$ cat config.mk
export PLATFORM = sky130hd
export DESIGN_NAME = execute_stage
export DESIGN_NICKNAME = d
export VERILOG_FILES = /design/src/design/cpu_pkg.sv /design/src/design/execute_stage.sv
export SDC_FILE = /design/constraint.sdc
export NUM_CORES = 1
export LEC_CHECK = 0
export CAP_MARGIN = 10
export CORE_MARGIN = 2
export CORE_UTILIZATION = 30
export CTS_CLUSTER_DIAMETER = 30
export DETAILED_ROUTE_END_ITERATION = 8
export DONT_BUFFER_PORTS = 1
export GPL_TIMING_DRIVEN = 1
export PLACE_DENSITY_LB_ADDON = 0.05
export SLEW_MARGIN = 20
export SYNTH_ARGS = -nofsm -noshare
export SYNTH_HDL_FRONTEND = slang
export SYNTH_SLANG_ARGS = --single-unit
$ cat constraint.sdc
create_clock -name clk -period 7.1 [get_ports clk]
set_input_delay 1.775 -clock clk [delete_from_list [all_inputs] [get_ports clk]]
set_output_delay 1.775 -clock clk [all_outputs]
set_load 0.02 [all_outputs]
$ cat src/design/cpu_pkg.sv
`default_nettype none

package cpu_pkg;

    typedef logic [31:0] word_t;
    typedef logic [4:0]  reg_idx_t;
    typedef logic [5:0]  opcode_t;
    typedef logic [5:0]  funct_t;
    typedef logic [15:0] imm_t;
    typedef logic [3:0]  alu_op_t;
    typedef logic [7:0]  mem_addr_t;

    localparam int REG_COUNT      = 32;
    localparam int DATA_MEM_DEPTH = 256;

    // opcode field in instruction bits 31:26
    localparam opcode_t OP_RTYPE = 6'h00;
    localparam opcode_t OP_ADDI  = 6'h08;
    localparam opcode_t OP_ADDIU = 6'h09;
    localparam opcode_t OP_SLTI  = 6'h0a;
    localparam opcode_t OP_ANDI  = 6'h0c;
    localparam opcode_t OP_ORI   = 6'h0d;
    localparam opcode_t OP_XORI  = 6'h0e;
    localparam opcode_t OP_LUI   = 6'h0f;
    localparam opcode_t OP_LW    = 6'h23;
    localparam opcode_t OP_SW    = 6'h2b;

    // funct field for r-type
    localparam funct_t FN_ADD  = 6'h20;
    localparam funct_t FN_ADDU = 6'h21;
    localparam funct_t FN_SUB  = 6'h22;
    localparam funct_t FN_SUBU = 6'h23;
    localparam funct_t FN_AND  = 6'h24;
    localparam funct_t FN_OR   = 6'h25;
    localparam funct_t FN_XOR  = 6'h26;
    localparam funct_t FN_NOR  = 6'h27;
    localparam funct_t FN_SLT  = 6'h2a;
    localparam funct_t FN_SLTU = 6'h2b;

    // no overflow trap so signed and unsigned add share one code
    localparam alu_op_t ALU_ADD  = 4'd0;
    localparam alu_op_t ALU_SUB  = 4'd1;
    localparam alu_op_t ALU_AND  = 4'd2;
    localparam alu_op_t ALU_OR   = 4'd3;
    localparam alu_op_t ALU_XOR  = 4'd4;
    localparam alu_op_t ALU_NOR  = 4'd5;
    localparam alu_op_t ALU_SLT  = 4'd6;
    localparam alu_op_t ALU_SLTU = 4'd7;
    localparam alu_op_t ALU_LUI  = 4'd8;

    typedef struct packed {
        word_t instruction;
        logic  no_op;
    } fetch_t;

    typedef struct packed {
        logic     no_op;
        logic     reg_write;
        logic     mem_read;
        logic     mem_write;
        alu_op_t  alu_op;
        word_t    operand_1;
        word_t    operand_2;
        word_t    store_data;
        reg_idx_t src_1;
        reg_idx_t src_2;
        reg_idx_t dest;
    } id_ex_t;

    typedef struct packed {
        logic     no_op;
        logic     reg_write;
        logic     mem_read;
        logic     mem_write;
        word_t    alu_result;
        word_t    store_data;
        reg_idx_t dest;
    } ex_mem_t;

    typedef struct packed {
        logic     valid;
        reg_idx_t dest;
        word_t    data;
    } wb_t;

endpackage

`default_nettype wire

$ cat src/design/execute_stage.sv
`timescale 1ns/100ps
`default_nettype none

module execute_stage (
    input  logic             clk,
    input  logic             rst_n,
    input  cpu_pkg::id_ex_t  id_ex,
    input  cpu_pkg::wb_t     wb,
    output cpu_pkg::ex_mem_t ex_mem
);
    import cpu_pkg::*;

    word_t op_a;
    word_t op_b;
    word_t st_data;
    word_t alu_result;

    // MEM result takes priority over WB as the newer producer
    function automatic word_t forward(reg_idx_t idx, word_t decoded, ex_mem_t mem_src,
                                      wb_t wb_src);
        word_t value;
        if (idx != '0 && mem_src.reg_write && !mem_src.no_op && mem_src.dest == idx) begin
            value = mem_src.alu_result;
        end else if (idx != '0 && wb_src.valid && wb_src.dest == idx) begin
            value = wb_src.data;
        end else begin
            value = decoded;
        end
        return value;
    endfunction

    always_comb begin
        op_a    = forward(id_ex.src_1, id_ex.operand_1, ex_mem, wb);
        op_b    = forward(id_ex.src_2, id_ex.operand_2, ex_mem, wb);
        st_data = forward(id_ex.dest, id_ex.store_data, ex_mem, wb);
    end

    always_comb begin
        case (id_ex.alu_op)
            ALU_ADD:  alu_result = op_a + op_b;
            ALU_SUB:  alu_result = op_a - op_b;
            ALU_AND:  alu_result = op_a & op_b;
            ALU_OR:   alu_result = op_a | op_b;
            ALU_XOR:  alu_result = op_a ^ op_b;
            ALU_NOR:  alu_result = ~(op_a | op_b);
            ALU_SLT:  alu_result = {31'b0, $signed(op_a) < $signed(op_b)};
            ALU_SLTU: alu_result = {31'b0, op_a < op_b};
            // immediate into the upper half
            ALU_LUI:  alu_result = {op_b[15:0], 16'h0000};
            default:  alu_result = '0;
        endcase
    end

    always_ff @(posedge clk) begin
        if (!rst_n) begin
            ex_mem.no_op     <= 1'b1;
            ex_mem.reg_write <= 1'b0;
            ex_mem.mem_read  <= 1'b0;
            ex_mem.mem_write <= 1'b0;
        end else begin
            ex_mem.no_op     <= id_ex.no_op;
            ex_mem.reg_write <= id_ex.reg_write;
            ex_mem.mem_read  <= id_ex.mem_read;
            ex_mem.mem_write <= id_ex.mem_write;
        end
        ex_mem.alu_result <= alu_result;
        ex_mem.store_data <= st_data;
        ex_mem.dest       <= id_ex.dest;
    end

    // decode never marks an instruction as both load and store
    assert property (@(posedge clk) disable iff (!rst_n)
        !(ex_mem.mem_read && ex_mem.mem_write));

endmodule

`default_nettype wire

Yosys cells after proc, flatten, opt, wreduce, memory -nomap -nowiden:

Cells that the tools add are included.

* bits in registers: 73
* input bits: 159
* output and inout bits: 73
* logic and storage cells: 56

* $add $sub $neg: 2
* order comparisons: 2
* equality and inequality tests: 14
* mux-type cells: 7
* bitwise gates (word level): 4
* reduce and logical (&&, ||, !) cells: 20

Operator list (number)
* $pmux 32 s9: 1
* $mux 32: 6
* $lt 32x32->1: 2
* $add 32x32->32: 1
* $and 32x32->32: 1
* $not 32->32: 1
* $or 32x32->32: 1
* $sub 32x32->32: 1
* $xor 32x32->32: 1
* $eq 5x5->1: 6
* $eq 4x3->1 const B: 4
* $logic_and 1x1->1: 15
* $reduce_bool 5->1: 3
* $eq 4x2->1 const B: 2
* $eq 4x1->1 const B: 1
* $eq 4x4->1 const B: 1
* $logic_not 4->1: 1
* $logic_not 1->1: 1

Logic depth before layout (Yosys ltp):

* depth in word-level cells: 8
* mapped depth: 21
* mapped depth without buffers: 19

Worst setup path after synthesis:

OpenSTA, ideal clock, no wires.

* path type: input port to flip-flop
* start point: in id_ex[8] (netlist bit)
* end point: reg ex_mem[67] (netlist bit)
* setup time: 0.127 ns
* data arrival time: 5.702 ns
* data required time: 6.973 ns
* setup slack: 1.271 ns
* stages on the path: 21
* buffers on the path: 2
* cell sequence: or4_4 > o211ai_2 > nor2_1 > buf_6 > buf_4 > mux2i_1 > nor2_1 > a21oi_1 > inv_1 > ha_1 > inv_1 > fa_1 > nand2b_1 > a221oi_1 > o21ai_1 > a31o_2 > a2111oi_0 > o31ai_1 > and2_1 > o32ai_1 > a32oi_1

* longest elaborated chain between the ends: 8
* elaborated cells between the ends (all ways): 17
* those cells by class: 2 x add/sub; 2 x eq/ne; 3 x mux; 4 x bitwise; 6 x reduce/logical

Ends and longest elaborated chain
* start: declaration: RTL line execute_stage.sv:7 `input cpu_pkg::id_ex_t id_ex,`
* $reduce_bool 5->1: RTL line execute_stage.sv:22, execute_stage.sv:24
* $logic_and 1x1->1 (on tied branches) (2 in series): RTL line execute_stage.sv:24, execute_stage.sv:22
* $mux 32 or $logic_and 1x1->1 (tied branches): RTL line execute_stage.sv:24, execute_stage.sv:22
* $mux 32 *: RTL line execute_stage.sv:22 `if (idx != '0 && mem_src.reg_write && !mem_src.no_op && mem_src.dest == idx) begin`
* branches (longest 2 deep; another with $sub 32x32->32)
* $pmux 32 s9 *: RTL line execute_stage.sv:39 `case (id_ex.alu_op)`
* via alu_result[30]: RTL line execute_stage.sv:16 `word_t alu_result;`
* end: declaration: RTL line execute_stage.sv:9 `output cpu_pkg::ex_mem_t ex_mem`

Mark *: on every way through the listed nets, which the timed path passes.
A chain may end at the register's enable or synchronous reset.

Worst setup path after layout:

* start point: in id_ex[11] (netlist bit)
* end point: reg ex_mem[37] (netlist bit)

The elaborated chain is that of the path after synthesis.

==> impl_metrics.ini <==
[sta]
grt_setup_unrepaired = false
final_hold_viol_count = 0
setup_violations = 0
fmax_mhz = 164
min_period_ns = 6.08
finClkSkew_ns = 0.0143
max_slew_margin_pct = 33.3
fin_ws_ns = 1.02
maxSlewViolCount = 0
fin_crit_sh_pct = 85.6
setup_tns_ns = 0
worst_slew_pin_slew_ns = 0.997

[yosys]
syn_area_um2 = 9360
synth.area.top_cells = dfxtp_1 16%, ha_1 13%, mux2i_1 10%
ys_top_cells_by_count = 145 x nand2_1, 117 x o21ai_0, 96 x ha_1
ys.flop_type = dfxtp_1
synth_area_per_cell_um2 = 7.45
synth_top_area_share_pct = 15.6
yosysMostFrequentCell = nand2_1
ys_seq_elements = 73
ys_types = 86
synth_enable_flop_cells = 0
syn_inst = 1256
synthArstFlopShare_pct = 0
yosys.area.top_type = dfxtp_1
yosysWarnings = 0
synthesis.nets = 1513
ys_seq_area_share_pct = 15.6

[cts]
tritoncts = done
cts_root_buffer = clkbuf_16
post_cts_buffers = 0
numCtsBuffers = 9
ctsResizeCount = 0
cts.path.max_buffers = 2
clk_pin_slew_ns = 0.07
clkLatencyLatePin_ns = 0.36
cts_sinks = 73
cts-hold-fix-buffers = 0
htreeDepth = 3

[drt]
drt-vias-per-instance = 5.85
vias = 9447
final_antenna_net_count = 0
drcViolationCount = 0
wl_um = 41000
dr.pass1.iters = 8
drtIter0Drc = 935
routedWlPerCell_um = 25.4

[pwr]
powerDensity_nw_per_um2 = 171
totalPowerFinal_w = 0.00174
irDropWorstVdd_mv = 0.0843
p_leak_nw = 3.82

[layout]
final-seq-area_um2 = 1460
syn_to_final_growth_pct = 8.47
multi_input_area_um2 = 7310
reg.largest.list = ex_mem (73)
fillers = 3287
antenna_cells = 0
largest_register_ffs = 73
top_register = ex_mem
nets = 1472
finish.utilization_pct = 33.1
drive_above_1_share_pct = 7.79

[global_route]
grt_busiest_layer = met2
grt_usage_pct = 24.4
met3_usage_pct = 5.84
grtUsageMet1_pct = 35.4
grt_pass1_vias = 8997
use_met2_pct = 35.7
antenna_found_initial = 0
grt_pass1_wl_um = 60700
grt_max_degree = 65
grt-ovfl-total = 0

[die]
die-area_um2 = 32600
initial_utilization_pct = 30.5
die_w_um = 181
die_h_um = 181
coreArea_um2 = 30700
num_rows = 64
io_pins = 232

[min_path]
hold_path_class = reg2reg

[place]
place_ws_ns = 0.793
port_buffers = 0
dp_hpwl_um = 32600
gp_congestion = 0.904

[setup_path]
slowest_stage = o21ai_0
worst_path_most_repeated_cell = nor2_1
end_kind = register
cp_data_arrival_time_ns = 6.33
start_kind = primary input
critical_path_class = in2reg
path_cells = or4_1, nor2_1, nor4_4, buf_4, mux2i_1, o21ai_0, ha_1, nor2_1, and4_1, o21ai_1, o211a_1, a21oi_1, a31o_1, o21bai_1, a41o_1
cp_data_required_time_ns = 7.35
crit_fanout = 19
max_stage_delay_ns = 0.70

[run_status]
status = complete, no violations

[run]
maxCapViolations = 0
## cells by family (layout without fill, tap and decap cells)
logic type | count (synthesis) | in the layout | synth area share [%]
AOI/OAI and AO/OA | 438 | 438 | 32.8
xor gates and xnor gates | 33 | 33 | 3.09
adders and majority gates | 98 | 98 | 13.3
buffers and inverters | 173 | 137 | 7.39
DFF | 73 | 73 | 15.6
muxes | 96 | 96 | 10.3
and+or+nand+nor | 345 | 345 | 17.6
## worst paths after layout
path,from,to,slack (ns),cells after the start
min,ex_mem[39],ex_mem[7],0.62,2
min reg2reg,ex_mem[39],ex_mem[7],0.62,2
max reg2reg,ex_mem[71],ex_mem[67],1.98,19
max,id_ex[11],ex_mem[37],1.02,15
## cells in the final DEF, fill, tap and decap left out, types with 11 or more instances in the layout
| cell | Yosys | layout |
|---|---|---|
| xnor2_1 | 26 | 26 |
| o21ai_0 | 117 | 117 |
| a211oi_1 | 11 | 11 |
| o21bai_1 | 16 | 16 |
| a221oi_1 | 31 | 31 |
| dfxtp_1 | 73 | 73 |
| a21oi_1 | 73 | 73 |
| nand4_1 | 14 | 14 |
| nand3_1 | 17 | 17 |
| nor3_1 | 16 | 15 |
| o21a_1 | 27 | 27 |
| o221ai_1 | 13 | 13 |
| inv_1 | 92 | 92 |
| a21o_1 | 19 | 19 |
| a221o_1 | 15 | 15 |
| nand2_1 | 145 | 144 |
| buf_4 | 3 | 25 |
| nor2_1 | 80 | 79 |
| o211ai_1 | 16 | 16 |
| mux2i_1 | 95 | 95 |
| o22ai_1 | 11 | 11 |
| nand2b_1 | 11 | 11 |
| ha_1 | 96 | 96 |
## cell type report
cell class / count / area share (%)
well taps: 396 / 4.88
inverters: 96 / 3.55
multi-input cells: 1010 / 71.9
flip-flops and latches: 73 / 14.4
repair buffers: 25 / 1.85
clock buffers: 10 / 2.25
clock inverters: 6 / 1.13
## where the power goes
| part | leakage [nW] | switching, W | internal, W |
|---|---|---|---|
| Sequential | 0.613 | 0.000124 | 0.000454 |
| Clock | 0.163 | 0.000212 | 0.000346 |
| Combinational | 3.05 | 0.000382 | 0.000219 |
| Total | 3.82 | 0.000718 | 0.00102 |
## per-layer routing
metal	part of all wire [%]	routed length (um)
met1	48	19500
met2	42	17300
met3	8.2	3360
met4	2.0	814
met5	0	0
## worst max-delay path, delay by kind of cell
| kind | cells | cell delay, ns |
|---|---|---|
| buffers and inverters | 1 | 0.26 |
| adders and majority gates | 1 | 0.48 |
| muxes | 1 | 0.16 |
| and+or+nand+nor | 5 | 1.43 |
| AOI/OAI and AO/OA | 7 | 2.21 |
## metrics by stage
| step | hold slack [ns] | cell area [um2] | instances |
|---|---|---|---|
| 6_report | 0.615 | 10200 | 1616 |
| 5_1_grt | 0.651 | 10200 | 1616 |
| 4_1_cts | 0.619 | 10200 | 1616 |
| 3_5_place_dp | 0.611 | 9810 | 1600 |
| 3_3_place_gp | 0.604 | 9810 | 1600 |
| 2_1_floorplan | 0.557 | 9360 | 1256 |
(Power assumes the default switching activity.)
