==> src/design/cpu_pkg.sv <==
`default_nettype none

package cpu_pkg;

    typedef logic [31:0] word_t;
    typedef logic [4:0]  reg_idx_t;
    typedef logic [5:0]  opcode_t;
    typedef logic [5:0]  funct_t;
    typedef logic [15:0] imm_t;
    typedef logic [3:0]  alu_op_t;
    typedef logic [7:0]  mem_addr_t;

    localparam int REG_COUNT      = 32;
    localparam int DATA_MEM_DEPTH = 256;

    // opcode field in instruction bits 31:26
    localparam opcode_t OP_RTYPE = 6'h00;
    localparam opcode_t OP_ADDI  = 6'h08;
    localparam opcode_t OP_ADDIU = 6'h09;
    localparam opcode_t OP_SLTI  = 6'h0a;
    localparam opcode_t OP_ANDI  = 6'h0c;
    localparam opcode_t OP_ORI   = 6'h0d;
    localparam opcode_t OP_XORI  = 6'h0e;
    localparam opcode_t OP_LUI   = 6'h0f;
    localparam opcode_t OP_LW    = 6'h23;
    localparam opcode_t OP_SW    = 6'h2b;

    // funct field for r-type
    localparam funct_t FN_ADD  = 6'h20;
    localparam funct_t FN_ADDU = 6'h21;
    localparam funct_t FN_SUB  = 6'h22;
    localparam funct_t FN_SUBU = 6'h23;
    localparam funct_t FN_AND  = 6'h24;
    localparam funct_t FN_OR   = 6'h25;
    localparam funct_t FN_XOR  = 6'h26;
    localparam funct_t FN_NOR  = 6'h27;
    localparam funct_t FN_SLT  = 6'h2a;
    localparam funct_t FN_SLTU = 6'h2b;

    // no overflow trap so signed and unsigned add share one code
    localparam alu_op_t ALU_ADD  = 4'd0;
    localparam alu_op_t ALU_SUB  = 4'd1;
    localparam alu_op_t ALU_AND  = 4'd2;
    localparam alu_op_t ALU_OR   = 4'd3;
    localparam alu_op_t ALU_XOR  = 4'd4;
    localparam alu_op_t ALU_NOR  = 4'd5;
    localparam alu_op_t ALU_SLT  = 4'd6;
    localparam alu_op_t ALU_SLTU = 4'd7;
    localparam alu_op_t ALU_LUI  = 4'd8;

    typedef struct packed {
        word_t instruction;
        logic  no_op;
    } fetch_t;

    typedef struct packed {
        logic     no_op;
        logic     reg_write;
        logic     mem_read;
        logic     mem_write;
        alu_op_t  alu_op;
        word_t    operand_1;
        word_t    operand_2;
        word_t    store_data;
        reg_idx_t src_1;
        reg_idx_t src_2;
        reg_idx_t dest;
    } id_ex_t;

    typedef struct packed {
        logic     no_op;
        logic     reg_write;
        logic     mem_read;
        logic     mem_write;
        word_t    alu_result;
        word_t    store_data;
        reg_idx_t dest;
    } ex_mem_t;

    typedef struct packed {
        logic     valid;
        reg_idx_t dest;
        word_t    data;
    } wb_t;

endpackage

`default_nettype wire

==> src/design/decode_stage.sv <==
`timescale 1ns/100ps
`default_nettype none

module decode_stage (
    input  logic              clk,
    input  logic              rst_n,
    input  cpu_pkg::fetch_t   fetch,
    output cpu_pkg::reg_idx_t rd_idx_1,
    output cpu_pkg::reg_idx_t rd_idx_2,
    input  cpu_pkg::word_t    rd_data_1,
    input  cpu_pkg::word_t    rd_data_2,
    output logic              stall,
    output cpu_pkg::id_ex_t   id_ex
);
    import cpu_pkg::*;

    fetch_t   if_id;
    opcode_t  opcode;
    funct_t   funct;
    imm_t     imm;
    reg_idx_t rs;
    reg_idx_t rt;
    reg_idx_t rd;
    alu_op_t  alu_op;
    logic     valid_op;
    logic     is_rtype;
    logic     zero_ext;
    logic     is_load;
    logic     is_store;
    logic     live;
    logic     use_rs;
    logic     use_rt;
    word_t    imm_ext;

    always_ff @(posedge clk) begin
        if (!rst_n) begin
            if_id.no_op <= 1'b1;
        end else if (!stall) begin
            if_id.no_op <= fetch.no_op;
        end
        if (!stall) begin
            if_id.instruction <= fetch.instruction;
        end
    end

    assign opcode = if_id.instruction[31:26];
    assign rs     = if_id.instruction[25:21];
    assign rt     = if_id.instruction[20:16];
    assign rd     = if_id.instruction[15:11];
    assign imm    = if_id.instruction[15:0];
    assign funct  = if_id.instruction[5:0];

    always_comb begin
        valid_op = 1'b1;
        is_rtype = 1'b0;
        zero_ext = 1'b0;
        is_load  = 1'b0;
        is_store = 1'b0;
        alu_op   = ALU_ADD;
        case (opcode)
            OP_RTYPE: begin
                is_rtype = 1'b1;
                case (funct)
                    FN_ADD, FN_ADDU: alu_op = ALU_ADD;
                    FN_SUB, FN_SUBU: alu_op = ALU_SUB;
                    FN_AND:          alu_op = ALU_AND;
                    FN_OR:           alu_op = ALU_OR;
                    FN_XOR:          alu_op = ALU_XOR;
                    FN_NOR:          alu_op = ALU_NOR;
                    FN_SLT:          alu_op = ALU_SLT;
                    FN_SLTU:         alu_op = ALU_SLTU;
                    default:         valid_op = 1'b0;
                endcase
            end
            OP_ADDI, OP_ADDIU: alu_op = ALU_ADD;
            OP_SLTI:           alu_op = ALU_SLT;
            OP_ANDI: begin
                alu_op   = ALU_AND;
                zero_ext = 1'b1;
            end
            OP_ORI: begin
                alu_op   = ALU_OR;
                zero_ext = 1'b1;
            end
            OP_XORI: begin
                alu_op   = ALU_XOR;
                zero_ext = 1'b1;
            end
            OP_LUI:  alu_op = ALU_LUI;
            OP_LW:   is_load = 1'b1;
            OP_SW:   is_store = 1'b1;
            // anything else runs as a no-op
            default: valid_op = 1'b0;
        endcase
    end

    assign live    = valid_op && !if_id.no_op;
    assign use_rs  = live;
    assign use_rt  = live && (is_rtype || is_store);
    assign imm_ext = zero_ext ? {16'h0000, imm} : {{16{imm[15]}}, imm};

    assign rd_idx_1 = rs;
    assign rd_idx_2 = rt;

    // load in EX whose result the ID instruction needs
    assign stall = !id_ex.no_op && id_ex.mem_read && id_ex.dest != '0 &&
                   ((use_rs && id_ex.dest == rs) || (use_rt && id_ex.dest == rt));

    always_ff @(posedge clk) begin
        if (!rst_n || stall) begin
            id_ex.no_op     <= 1'b1;
            id_ex.reg_write <= 1'b0;
            id_ex.mem_read  <= 1'b0;
            id_ex.mem_write <= 1'b0;
        end else begin
            id_ex.no_op     <= !live;
            id_ex.reg_write <= live && !is_store;
            id_ex.mem_read  <= live && is_load;
            id_ex.mem_write <= live && is_store;
        end
        id_ex.alu_op     <= alu_op;
        id_ex.operand_1  <= rd_data_1;
        id_ex.operand_2  <= is_rtype ? rd_data_2 : imm_ext;
        id_ex.store_data <= rd_data_2;
        id_ex.src_1      <= rs;
        // zero index keeps an immediate operand from being forwarded over
        id_ex.src_2      <= is_rtype ? rt : '0;
        // for sw this is rt, the store data source
        id_ex.dest       <= is_rtype ? rd : rt;
    end

    // the bubble after a stall clears the hazard
    assert property (@(posedge clk) disable iff (!rst_n) stall |=> !stall);

endmodule

`default_nettype wire

==> config.mk <==
export PLATFORM = sky130hd
export DESIGN_NAME = decode_stage
export DESIGN_NICKNAME = d
export VERILOG_FILES = /design/src/design/cpu_pkg.sv /design/src/design/decode_stage.sv
export SDC_FILE = /design/constraint.sdc
export NUM_CORES = 1
export LEC_CHECK = 0
export CAP_MARGIN = 20
export CORE_MARGIN = 1.5
export CORE_UTILIZATION = 50
export DETAILED_ROUTE_END_ITERATION = 10
export DONT_BUFFER_PORTS = 1
export GPL_ROUTABILITY_DRIVEN = 0
export PLACE_DENSITY = 0.68
export SLEW_MARGIN = 30
export SYNTH_ARGS = -nofsm -noshare
export SYNTH_HDL_FRONTEND = slang
export SYNTH_SLANG_ARGS = --single-unit
export TNS_END_PERCENT = 1
==> constraint.sdc <==
create_clock -name clk -period 2.6 [get_ports clk]
set_clock_uncertainty 0.2 [all_clocks]
set_input_delay 0.39 -clock clk [delete_from_list [all_inputs] [get_ports clk]]
set_output_delay 0.39 -clock clk [all_outputs]
set_load 0.005 [all_outputs]
Yosys cells after proc, flatten, opt, wreduce, memory -nomap -nowiden
Cells that the tools add are included.

Input port bits: 99. Logic and storage cells: 69. Flip-flop bits (word level): 152. Output and inout port bits: 130.

Equal/unequal tests: 21. Reduce and logical (&&, ||, !) cells: 24. Mux-type cells: 11.

Operator list (number): $eq 6x6->1 const B (12); $mux 32 (2); $eq 6x4->1 const B (7); $pmux 4 s6 (1); $pmux 3 s7 (1); $eq 5x5->1 (2); $logic_and 1x1->1 (10); $reduce_or 10->1 (1); $reduce_or 9->1 (1); $logic_not 6->1 (1); $logic_not 1->1 (5); $mux 1 (5); $mux 5 (1); $reduce_bool 5->1 (1); $logic_or 1x1->1 (3); $reduce_or 3->1 (1); $pmux 1 s2 (1); $reduce_or 2->1 (1).

Logic depth before layout (Yosys ltp)
Gate-level depths: netlist of run 1.

Word-level depth: 10. Depth in mapped cells: 8. Mapped depth without buffers: 5.

Least setup slack after synthesis of run 1
No wires, ideal clock.

Path type: flip-flop to flip-flop. Start: register if_id[27] in the netlist's numbering. End: register if_id (netlist bit funct[0]) (enable). Period minus slack after synthesis: 2.620 ns. Data required time: 1.922 ns. Arrival time: 1.942 ns. Setup slack: -0.020 ns. Cell stages (with the launch flop): 7. Path through: edfxtp_1 > nor4_4 > and2_1 > buf_4 > o2111ai_4 > nand2_2 > nand2_1.

Cells in the longest elaborated chain, start to end: 8. Elaborated cells between the ends (all ways): 21. Those cells by class: eq/ne (9); mux (3); reduce/logical (9).

RTL lines: start, declared (line decode_stage.sv:17) `fetch_t if_id;`; $eq 6x6->1 / $eq 6x4->1 (equally long branches) (line decode_stage.sv:60) `case (opcode)`; $reduce_or 9->1 (no line); $pmux 1 s2 (line decode_stage.sv:60); $logic_and 1x1->1 (line decode_stage.sv:97) `assign live = valid_op && !if_id.no_op;`; $logic_and 1x1->1 (line decode_stage.sv:99) `assign use_rt = live && (is_rtype || is_store);`; $logic_and 1x1->1 (line decode_stage.sv:107) `((use_rs && id_ex.dest == rs) || (use_rt && id_ex.dest == rt));`; $logic_or 1x1->1 * (line decode_stage.sv:107); $logic_and 1x1->1 * (line decode_stage.sv:106) `assign stall = !id_ex.no_op && id_ex.mem_read && id_ex.dest != '0 &&`.

Mark *: on every way between the ends. The rest lies on a longest branch, timed or not. A chain may end at the register's enable or synchronous reset.

Final worst setup path of run 1
Start: register if_id[28] in the netlist's numbering. End: output stall.

Cells in the longest elaborated chain, start to end: 8. Elaborated cells between the ends (all ways): 21. Those cells by class: eq/ne (9); mux (3); reduce/logical (9).

RTL lines: $eq 6x6->1 / $eq 6x4->1 (equally long branches) (line decode_stage.sv:60); $reduce_or 9->1 (no line); $pmux 1 s2 (line decode_stage.sv:60); $logic_and 1x1->1 (line decode_stage.sv:97); $logic_and 1x1->1 (line decode_stage.sv:99); $logic_and 1x1->1 (line decode_stage.sv:107); $logic_or 1x1->1 * (line decode_stage.sv:107); $logic_and 1x1->1 * (line decode_stage.sv:106); end, declared (line decode_stage.sv:12) `output logic stall,`.

Marked as above.

==> results of run 1 <==
## where the power goes
| part | switching, mW | leakage (nW) | internal (mW) |
|---|---|---|---|
| combinational | 0.0786 | 0.865 | 0.150 |
| sequential | 0.0824 | 1.35 | 2.53 |
| clock | 1.02 | 0.312 | 1.57 |
| total | 1.18 | 2.52 | 4.25 |
## kinds of logic (layout without fill, tap and decap cells)
kind of cell    Yosys count  after routing
compound gates           33             33
xor+xnor                 10             10
buf+inv                  19            145
flops                   152            152
mux                      21             21
simple gates             44             44
## worst paths after layout
kind                      start        end  slack [ns]  cells past startpoint
setup / recovery      if_id[28]      stall        0.03                      5
hold / removal    rd_data_1[13]  id_ex[92]        0.23                      1
setup reg to reg      if_id[28]   funct[0]        0.50                      6
hold reg to reg     rd_idx_1[0]  id_ex[10]        0.25                      0
## metrics by stage
stage	area [µm²]	setup TNS [ns]	hold slack [ns]
2_1_floorplan	4404	0	0.1905
3_3_place_gp	4446	0	0.2178
3_5_place_dp	4446	0	0.2177
4_1_cts	6125	0	0.1987
5_1_grt	6125	-0.08850	0.1932
6_report	6125	0	0.2294
## cell usage after synthesis (2+ instances only)
master,number
a21o_1,17
and2_1,2
and3_1,5
buf_4,12
buf_6,4
dfxtp_1,120
edfxtp_1,32
inv_1,2
mux2_1,20
nand2_1,5
nand2b_1,3
nand3_1,2
nor2_1,6
nor2b_1,7
nor3_1,4
o21ai_0,3
o21ai_1,2
xnor2_1,2
xor2_1,8
## metal layers
layer | global-route usage (%) | vias up | wire [µm]
li1 | - | 1185 | -
met1 | 21.68 | 1200 | 3567
met2 | 36.36 | 159 | 5020
met3 | 8.887 | 17 | 828
met4 | 10.81 | 0 | 218
met5 | 0 | - | 0
## registers in the layout, summed over array words and instances (netlist names)
name,flops
id_ex,119
if_id,17
funct,6
rd_idx_1,5
rd_idx_2,5
## layout make-up
class	count	area [µm²]	share of cell area (%)
Clock buffer	18	439.2	7.171
Clock inverter	14	197.7	3.228
Inverter	2	7.507	0.1226
Multi-Input combinational cell	108	903.4	14.75
Sequential cell	152	3363	54.91
Tap cell	108	135.1	2.206
Timing Repair Buffer	111	1079	17.61
## repair_timing
item,4_1_cts,5_1_grt
endpoints found under the setup margin,1,1
endpoints found under the hold margin,133,0
buffers inserted,7,0
gates resized for setup,3,0
hold buffers,98,0
==> impl_metrics.yaml, run 1 <==
worst_setup_path:
  cp.buffers_inverters: 0
  required_ns: 2.01
  start_kind: "register"
  criticalPathCategory: "register to primary output"
  cpMaxStageDelayCell: "edfxtp_1"
  critPathCaptureType: "primary output"
  critPathTopFamily: "simple AND/OR/NAND/NOR gates"
  cp.arrival_ns: 1.98
  worstPathCellList: "nor4_4 -> and2_4 -> o2111ai_4 -> nand2_2 -> and2_1"
  path_max_fanout: 3
  max_stage_delay_ns: 0.46
timing:
  tightest_slew_ns: 0.7132
  post-route-period-util_pct: 98.91
  setup-violations-final: 0
  finalWorstSetupSlack_ns: 0.02832
  hold_viol_final: 0
  period_needed_ns: 2.572
  maxSlewHeadroom_pct: 52.17
  fmax_mhz: 388.9
  rsz0062_at_grt: "true"
  maxSlewViolCount: 0
synthesis:
  synth_top_family_by_area: "simple AND/OR/NAND/NOR gates"
  synthAdderAreaFrac_pct: 0
  synthFlopType: "dfxtp_1"
  synth_nets: 378
  synth-simple-area-share_pct: 6.509
  synth_area_leaders: "dfxtp_1, edfxtp_1, mux2_1"
  async_flop_share_pct: 0
  yosysTopAreaCellShare_pct: 54.58
  ys_types: 42
  yosysTopAreaCell: "dfxtp_1"
  syn_inst: 279
  synth_compound_area_share_pct: 6.396
  ys_warn_count: 0
  synth_edf_count: 32
  muxShareOfSynthArea_pct: 5.344
  avgSynthCellArea_um2: 15.78
  synthXorXnorAreaFrac_pct: 1.990
  netlist_area_um2: 4402
  synth_seq_area_share_pct: 76.41
  ys_ff_latch: 152
finish:
  utilization_pct: 70.92
  syn2layout_area_growth_pct: 39.14
  fin_cells: 513
  fin_nets: 491
  drive_gt1_share_pct: 14.57
  final_cell_mix: "dfxtp_1, dlygate4sd3_1, edfxtp_1, mux2_1"
  nFillCells: 577
  antenna_cells: 0
  final_common_cell: "dfxtp_1"
power_and_ir_drop:
  ir_drop_uv: 555.6
  power_density_nw_per_um2: 887.0
  p_leak_nw: 2.523
  power.total_mw: 5.432
flow_run:
  maxCapViolCount: 0
die:
  core_area_um2: 8636
  fp.dieArea_um2: 9375
  die-height_um: 96.83
  num_io_pins: 229
  placementRows: 34
  die_w_um: 96.83
  start_util_pct: 50.97
global_routing:
  grt-ovfl-total: 0
  track_usage_pct: 21.04
  antenna_found_initial: 0
  grt_pass1_vias: 2825
  grt_max_degree: 24
  grt_pass1_wl_mm: 14.96
routing:
  postRouteAntennaNets: 0
  drtIter0Drc: 82
  routedWlPerCell_um: 18.78
  drt-total-wl_mm: 9.633
  viasPerCell: 4.992
  drt_pre_antenna_iters: 4
  vias: 2561
  route.detailed.drc: 0
clocking:
  clk_pin_slew_ns: 0.07
  htreeDepth: 4
  clock_latency_ns: 0.51
  clockBufferDepth: 2
  cts.sinks: 152
  numCtsBuffers: 17
  ctsRootBufferMaster: "clkbuf_8"
  cts_tree: "built"
placed_design:
  dp_hpwl_mm: 5.817
  io_buffers: 0
  place_ws_ns: 0.4354
  dp_cells: 376
outcome:
  outcome: "completed"
min_path:
  min_path_type: "primary input to register"
(Power assumes the default switching activity.)
==> inputs of run 2 (changes only) <==
--- a/config.mk
+++ b/config.mk
@@ -5,13 +5,13 @@
 export SDC_FILE = /design/constraint.sdc
 export NUM_CORES = 1
 export LEC_CHECK = 0
+export ABC_AREA = 1
 export CAP_MARGIN = 20
 export CORE_MARGIN = 1.5
-export CORE_UTILIZATION = 50
+export CORE_UTILIZATION = 45
 export DETAILED_ROUTE_END_ITERATION = 10
 export DONT_BUFFER_PORTS = 1
 export GPL_ROUTABILITY_DRIVEN = 0
-export PLACE_DENSITY = 0.68
 export SLEW_MARGIN = 30
 export SYNTH_ARGS = -nofsm -noshare
 export SYNTH_HDL_FRONTEND = slang
==> run 2 against run 1 <==
Compared with the run above: area after synthesis about the same; total power decreased by 3.8%; sequential cell count unchanged; fmax increased by 3.2%; count of clock-buffer cells in the layout increased by 1; worst setup slack improved by 0.080 ns; critical path depth increased by 4; final cell count increased by 22%.
==> impl_metrics.yaml, run 2 <==
synthesis:
  ys_warn_count: 0
  ys_ff_latch: 152
  avgSynthCellArea_um2: 11.68
  synthFlopType: "dfxtp_1"
  async_flop_share_pct: 0
  synth_seq_area_share_pct: 76.36
  yosysMostFrequentCell: "dfxtp_1"
  synth_edf_count: 32
  yosysTopAreaCellShare_pct: 54.55
  synth_nets: 476
  synth_area_leaders: "dfxtp_1, edfxtp_1, nand2_1"
  yosysTopAreaCell: "dfxtp_1"
  ys_types: 24
  synth_common_cells: "dfxtp_1, nand2_1, edfxtp_1, inv_1, nor2_1"
  netlist_area_um2: 4404
  syn_inst: 377
timing:
  post-route-period-util_pct: 95.84
  period_needed_ns: 2.492
  maxSlewHeadroom_pct: 51.54
  setup-violations-final: 0
  maxSlewViolCount: 0
  fmax_mhz: 401.3
  tightest_slew_ns: 0.7247
  rsz0062_at_grt: "true"
  hold_viol_final: 0
finish:
  fin_area_um2: 6146
  largest_register_ffs: 119
  fin_cells: 628
  fin_nets: 585
  regMostFlops: "id_ex"
  drive_gt1_share_pct: 11.82
  syn2layout_area_growth_pct: 39.55
  final_common_cell: "dfxtp_1"
  antenna_cells: 0
  nFillCells: 733
  final_cell_mix: "dfxtp_1, nand2_1, dlygate4sd3_1, edfxtp_1, inv_1"
  utilization_pct: 65.58
placed_design:
  place_area_um2: 4476
  io_buffers: 0
  dp_hpwl_mm: 6.265
  dp_cells: 491
worst_setup_path:
  cp.arrival_ns: 1.90
  worstPathCellList: "nor2_4 -> nand3_4 -> nand2_1 -> nand2_1 -> nor2_2 -> nor2_4 -> nor2_8 -> nand2_8 -> inv_2"
  worst-r2r-setup-slack_ns: 0.13
  start_kind: "register"
  max_stage_delay_ns: 0.44
  crit_end: "stall"
  criticalPathCategory: "register to primary output"
  required_ns: 2.01
  critPathCaptureType: "primary output"
  r2r_cells: 12
  r2r_end: "if_id[0]"
  startpoint: "if_id[31]"
  cpMaxStageDelayCell: "edfxtp_1"
  path_max_fanout: 6
  r2r_start: "if_id[31]"
clocking:
  numCtsBuffers: 17
  htreeDepth: 4
  cts_tree: "built"
  clock_latency_ns: 0.50
  ctsRootBufferMaster: "clkbuf_8"
  clockBufferDepth: 2
  cts.sinks: 152
  clk_pin_slew_ns: 0.07
routing:
  postRouteAntennaNets: 0
  drt_pre_antenna_iters: 4
  vias: 2847
  route.detailed.drc: 0
  drtIter0Drc: 113
  routedWlPerCell_um: 15.56
  drt-total-wl_mm: 9.770
  viasPerCell: 4.533
die:
  die-height_um: 101.9
  placementRows: 35
  start_util_pct: 47.00
  core_area_um2: 9371
  die_w_um: 101.9
  fp.dieArea_um2: 10390
  num_io_pins: 229
power_and_ir_drop:
  p_leak_nw: 2.683
  power_density_nw_per_um2: 850.2
  power.total_mw: 5.225
  ir_drop_uv: 493.2
global_routing:
  track_usage_pct: 18.68
  grt_pass1_vias: 2817
  grt_pass1_wl_mm: 14.43
  grt-ovfl-total: 0
  grt_max_degree: 48
  antenna_found_initial: 0
outcome:
  outcome: "completed"
flow_run:
  maxCapViolCount: 0
min_path:
  min_path_type: "primary input to register"
==> run 2: cell types whose count changed after synthesis, sizes merged, moves of 3 or more <==
cell,before,now
nand2,6,112
inv,2,27
nor2,6,27
mux2,20,0
a21o,17,0
nand3,2,13
o21ai,5,13
nor2b,7,0
xor2,8,1
and3,5,0
nand2b,3,0
==> run 2: area by class of cell <==
class,instances,area [µm²],area share [%]
Clock buffer,19,442.9,7.207
Clock inverter,13,152.6,2.484
Inverter,27,101.3,1.649
Multi-Input combinational cell,180,855.8,13.93
Sequential cell,152,3363,54.72
Tap cell,129,161.4,2.626
Timing Repair Buffer,108,1069,17.39
==> run 2: routing by layer <==
metal  up-vias  share of wire (%)  global-route usage (%)
met3        15                7.3                   6.566
met5         -                  0                       0
met1      1300                 37                   21.21
met2       130                 53                   32.51
met4         0                1.9                   6.955
li1       1402                  -                       -
==> run 2: per-stage QoR <==
step | worst slack [ns] | TNS [ns] | hold WS (ns)
6_report | 0.1081 | 0 | 0.2298
5_1_grt | -0.05545 | -0.09811 | 0.2023
4_1_cts | 0.04102 | 0 | 0.2083
3_5_place_dp | 0.4517 | 0 | 0.2178
3_3_place_gp | 0.5033 | 0 | 0.2178
2_1_floorplan | 0.5991 | 0 | 0.1863
==> run 2: where the power goes <==
group | switching [mW] | internal [mW] | leakage (nW)
registers | 0.0809 | 2.53 | 1.35
clock network | 1.02 | 1.38 | 0.293
logic | 0.0858 | 0.131 | 1.04
==> run 2: cell families after synthesis <==
family	count (synthesis)	synth area share, %
buffers and inverters	45	5.142
xor gates and xnor gates	3	0.5967
AOI/OAI and AO/OA	16	2.159
and+or+nand+nor	161	15.74
DFF	152	76.36
==> run 2: critical path: cells and delay by family, from the launching register on <==
kind	cells	cell delay, ns
and+or+nand+nor	8	0.90
buffers and inverters	1	0.06
DFF	1	0.44
==> run 2: worst min path at each step <==
stage / from / to / slack (ns) / cells past startpoint
3_3_place_gp: rd_data_1[17] / id_ex[96] / 0.22 / 0
4_1_cts: rd_data_1[11] / id_ex[90] / 0.21 / 1
2_1_floorplan: rd_idx_1[1] / id_ex[11] / 0.19 / 0
6_report: rd_data_1[28] / id_ex[107] / 0.23 / 1
5_1_grt: rd_data_1[8] / id_ex[87] / 0.20 / 1
3_5_place_dp: rd_data_1[13] / id_ex[92] / 0.22 / 0
==> run 2: what timing repair did <==
action	in CTS	in global routing
hold buffers	98	0
endpoints found under the hold margin	133	0
setup endpoints to repair	1	2
gates resized for setup	0	10
pin swaps	1	8
setup buffers	1	6
==> inputs of run 3 (changes only) <==
--- a/config.mk
+++ b/config.mk
@@ -7,8 +7,10 @@
 export LEC_CHECK = 0
 export ABC_AREA = 1
 export CAP_MARGIN = 20
+export CORE_ASPECT_RATIO = 0.9
 export CORE_MARGIN = 1.5
 export CORE_UTILIZATION = 45
+export CTS_CLUSTER_DIAMETER = 60
 export DETAILED_ROUTE_END_ITERATION = 10
 export DONT_BUFFER_PORTS = 1
 export GPL_ROUTABILITY_DRIVEN = 0
==> constraint.sdc (replaced) <==
create_clock -name clk -period 3.1 [get_ports clk]
set_clock_uncertainty 0.2 [all_clocks]
set_input_delay 0.465 -clock clk [delete_from_list [all_inputs] [get_ports clk]]
set_output_delay 0.465 -clock clk [all_outputs]
set_load 0.005 [all_outputs]
==> run 3 against run 2 <==
Compared with the run above: design area fell by 2.2%; die area barely moved; sequential share of layout area rose by 1.2 points; worst hold slack improved by 0.0082 ns; non-clock buffer count fell by 7; worst setup slack improved by 0.22 ns; total power fell by 18%; clock power fell by 20%.
==> impl_metrics.yaml, run 3 (synthesis gave the netlist of run 2 again) <==
routing:
  drt_pre_antenna_iters: 4
  viasPerCell: 4.623
  routedWlPerCell_um: 15.52
  drt-total-wl_mm: 9.589
  postRouteAntennaNets: 0
  route.detailed.drc: 0
  drtIter0Drc: 116
  vias: 2857
finish:
  nFillCells: 780
  fin_cells: 618
  fin_area_um2: 6011
  antenna_cells: 0
  largest_register_ffs: 119
  drive_gt1_share_pct: 9.756
  syn2layout_area_growth_pct: 36.48
  utilization_pct: 62.80
  multi_input_area_um2: 814.5
  regMostFlops: "id_ex"
  layout.area.seq_um2: 3363
  final_cell_mix: "dfxtp_1, nand2_1, dlygate4sd3_1, edfxtp_1, inv_1"
  final_common_cell: "dfxtp_1"
  fin_nets: 578
power_and_ir_drop:
  p_leak_nw: 2.652
  power_density_nw_per_um2: 713.7
  ir_drop_uv: 387.2
timing:
  tightest_slew_ns: 0.7187
  period_needed_ns: 2.769
  maxSlewHeadroom_pct: 51.95
  setup-violations-final: 0
  rsz0062_at_grt: "false"
  setup_tns_ns: 0
  post-route-period-util_pct: 89.34
  maxSlewViolCount: 0
  hold_viol_final: 0
  whs_ns: 0.2380
  fmax_mhz: 361.1
flow_run:
  maxCapViolCount: 0
worst_setup_path:
  required_ns: 2.43
  max_stage_delay_ns: 0.43
  startpoint: "if_id[27]"
  critPathTopFamily: "simple AND/OR/NAND/NOR gates"
  r2r_start: "if_id[27]"
  start_kind: "register"
  critPathCaptureType: "primary output"
  cpMaxStageDelayCell: "edfxtp_1"
  path_max_fanout: 15
  cp.buffers_inverters: 1
  cp.arrival_ns: 2.10
  worstPathCellList: "nor2_1 -> nand3_2 -> nand2_1 -> nand2_1 -> nor2_2 -> nor2_2 -> nor2_8 -> nand2_4 -> inv_1"
  criticalPathCategory: "register to primary output"
die:
  core_area_um2: 9572
  placementRows: 34
  die-height_um: 96.86
  die_w_um: 107.3
  fp.dieArea_um2: 10390
  start_util_pct: 46.01
  num_io_pins: 229
min_path:
  min_from: "rd_idx_1[3]"
  min_path_type: "register to register"
clocking:
  numCtsBuffers: 17
  htreeDepth: 4
  cts_tree: "built"
  post_cts_resized: 0
  cts.sinks: 152
  clk_pin_slew_ns: 0.06
  ctsRootBufferMaster: "clkbuf_8"
  cts_setup_buffers: 0
  clockBufferDepth: 2
  clock_latency_ns: 0.51
placed_design:
  io_buffers: 0
  dp_hpwl_mm: 6.294
  place_area_um2: 4459
  dp_cells: 488
global_routing:
  grt_pass1_wl_mm: 15.05
  antenna_found_initial: 0
  grt_pass1_vias: 2973
  grt-ovfl-total: 0
  grt_max_degree: 48
  track_usage_pct: 19.17
outcome:
  outcome: "completed"
-- run 3: repair_timing --
action	4_1_cts	5_1_grt
setup endpoints to repair	0	0
endpoints found under the hold margin	133	0
hold buffers	98	0
-- run 3: path summary, 6_finish.rpt --
path               endpoint  slack (ns)  cells past startpoint
setup / recovery      stall        0.33                      9
hold / removal    id_ex[13]        0.24                      0
setup reg to reg   if_id[0]        0.63                     11
hold reg to reg   id_ex[13]        0.24                      0
-- run 3: routing by layer --
layer	up-vias	track usage (%)	share of wire, %
met5	-	0	0
met4	0	8.205	1.6
met3	12	7.075	8.4
met2	144	33.07	52
met1	1311	20.92	38
li1	1390	-	-
-- run 3: layout make-up --
| type | instances | area share (%) |
|---|---|---|
| clock buffers | 20 | 7.764 |
| multi-input cells | 180 | 13.55 |
| repair buffers | 101 | 16.69 |
| clock inverters | 12 | 1.728 |
| well taps | 126 | 2.623 |
| inverters | 27 | 1.686 |
| flip-flops and latches | 152 | 55.95 |
-- run 3: where the power goes --
part	total (mW)	switching, mW	leakage, nW	internal [mW]
clock network	1.93	0.826	0.286	1.10
registers	2.19	0.0653	1.35	2.12
logic	0.175	0.0680	1.02	0.107
total	4.29	0.960	2.65	3.33
-- run 3: stage by stage --
| stage | power (mW) | setup slack [ns] |
|---|---|---|
| final | 4.290 | 0.3305 |
| after global routing | 4.455 | 0.1093 |
| after CTS | 4.324 | 0.2747 |
| after detailed placement | 2.302 | 0.8307 |
| after global placement | 2.299 | 0.8524 |
| after floorplan | 2.279 | 1.024 |
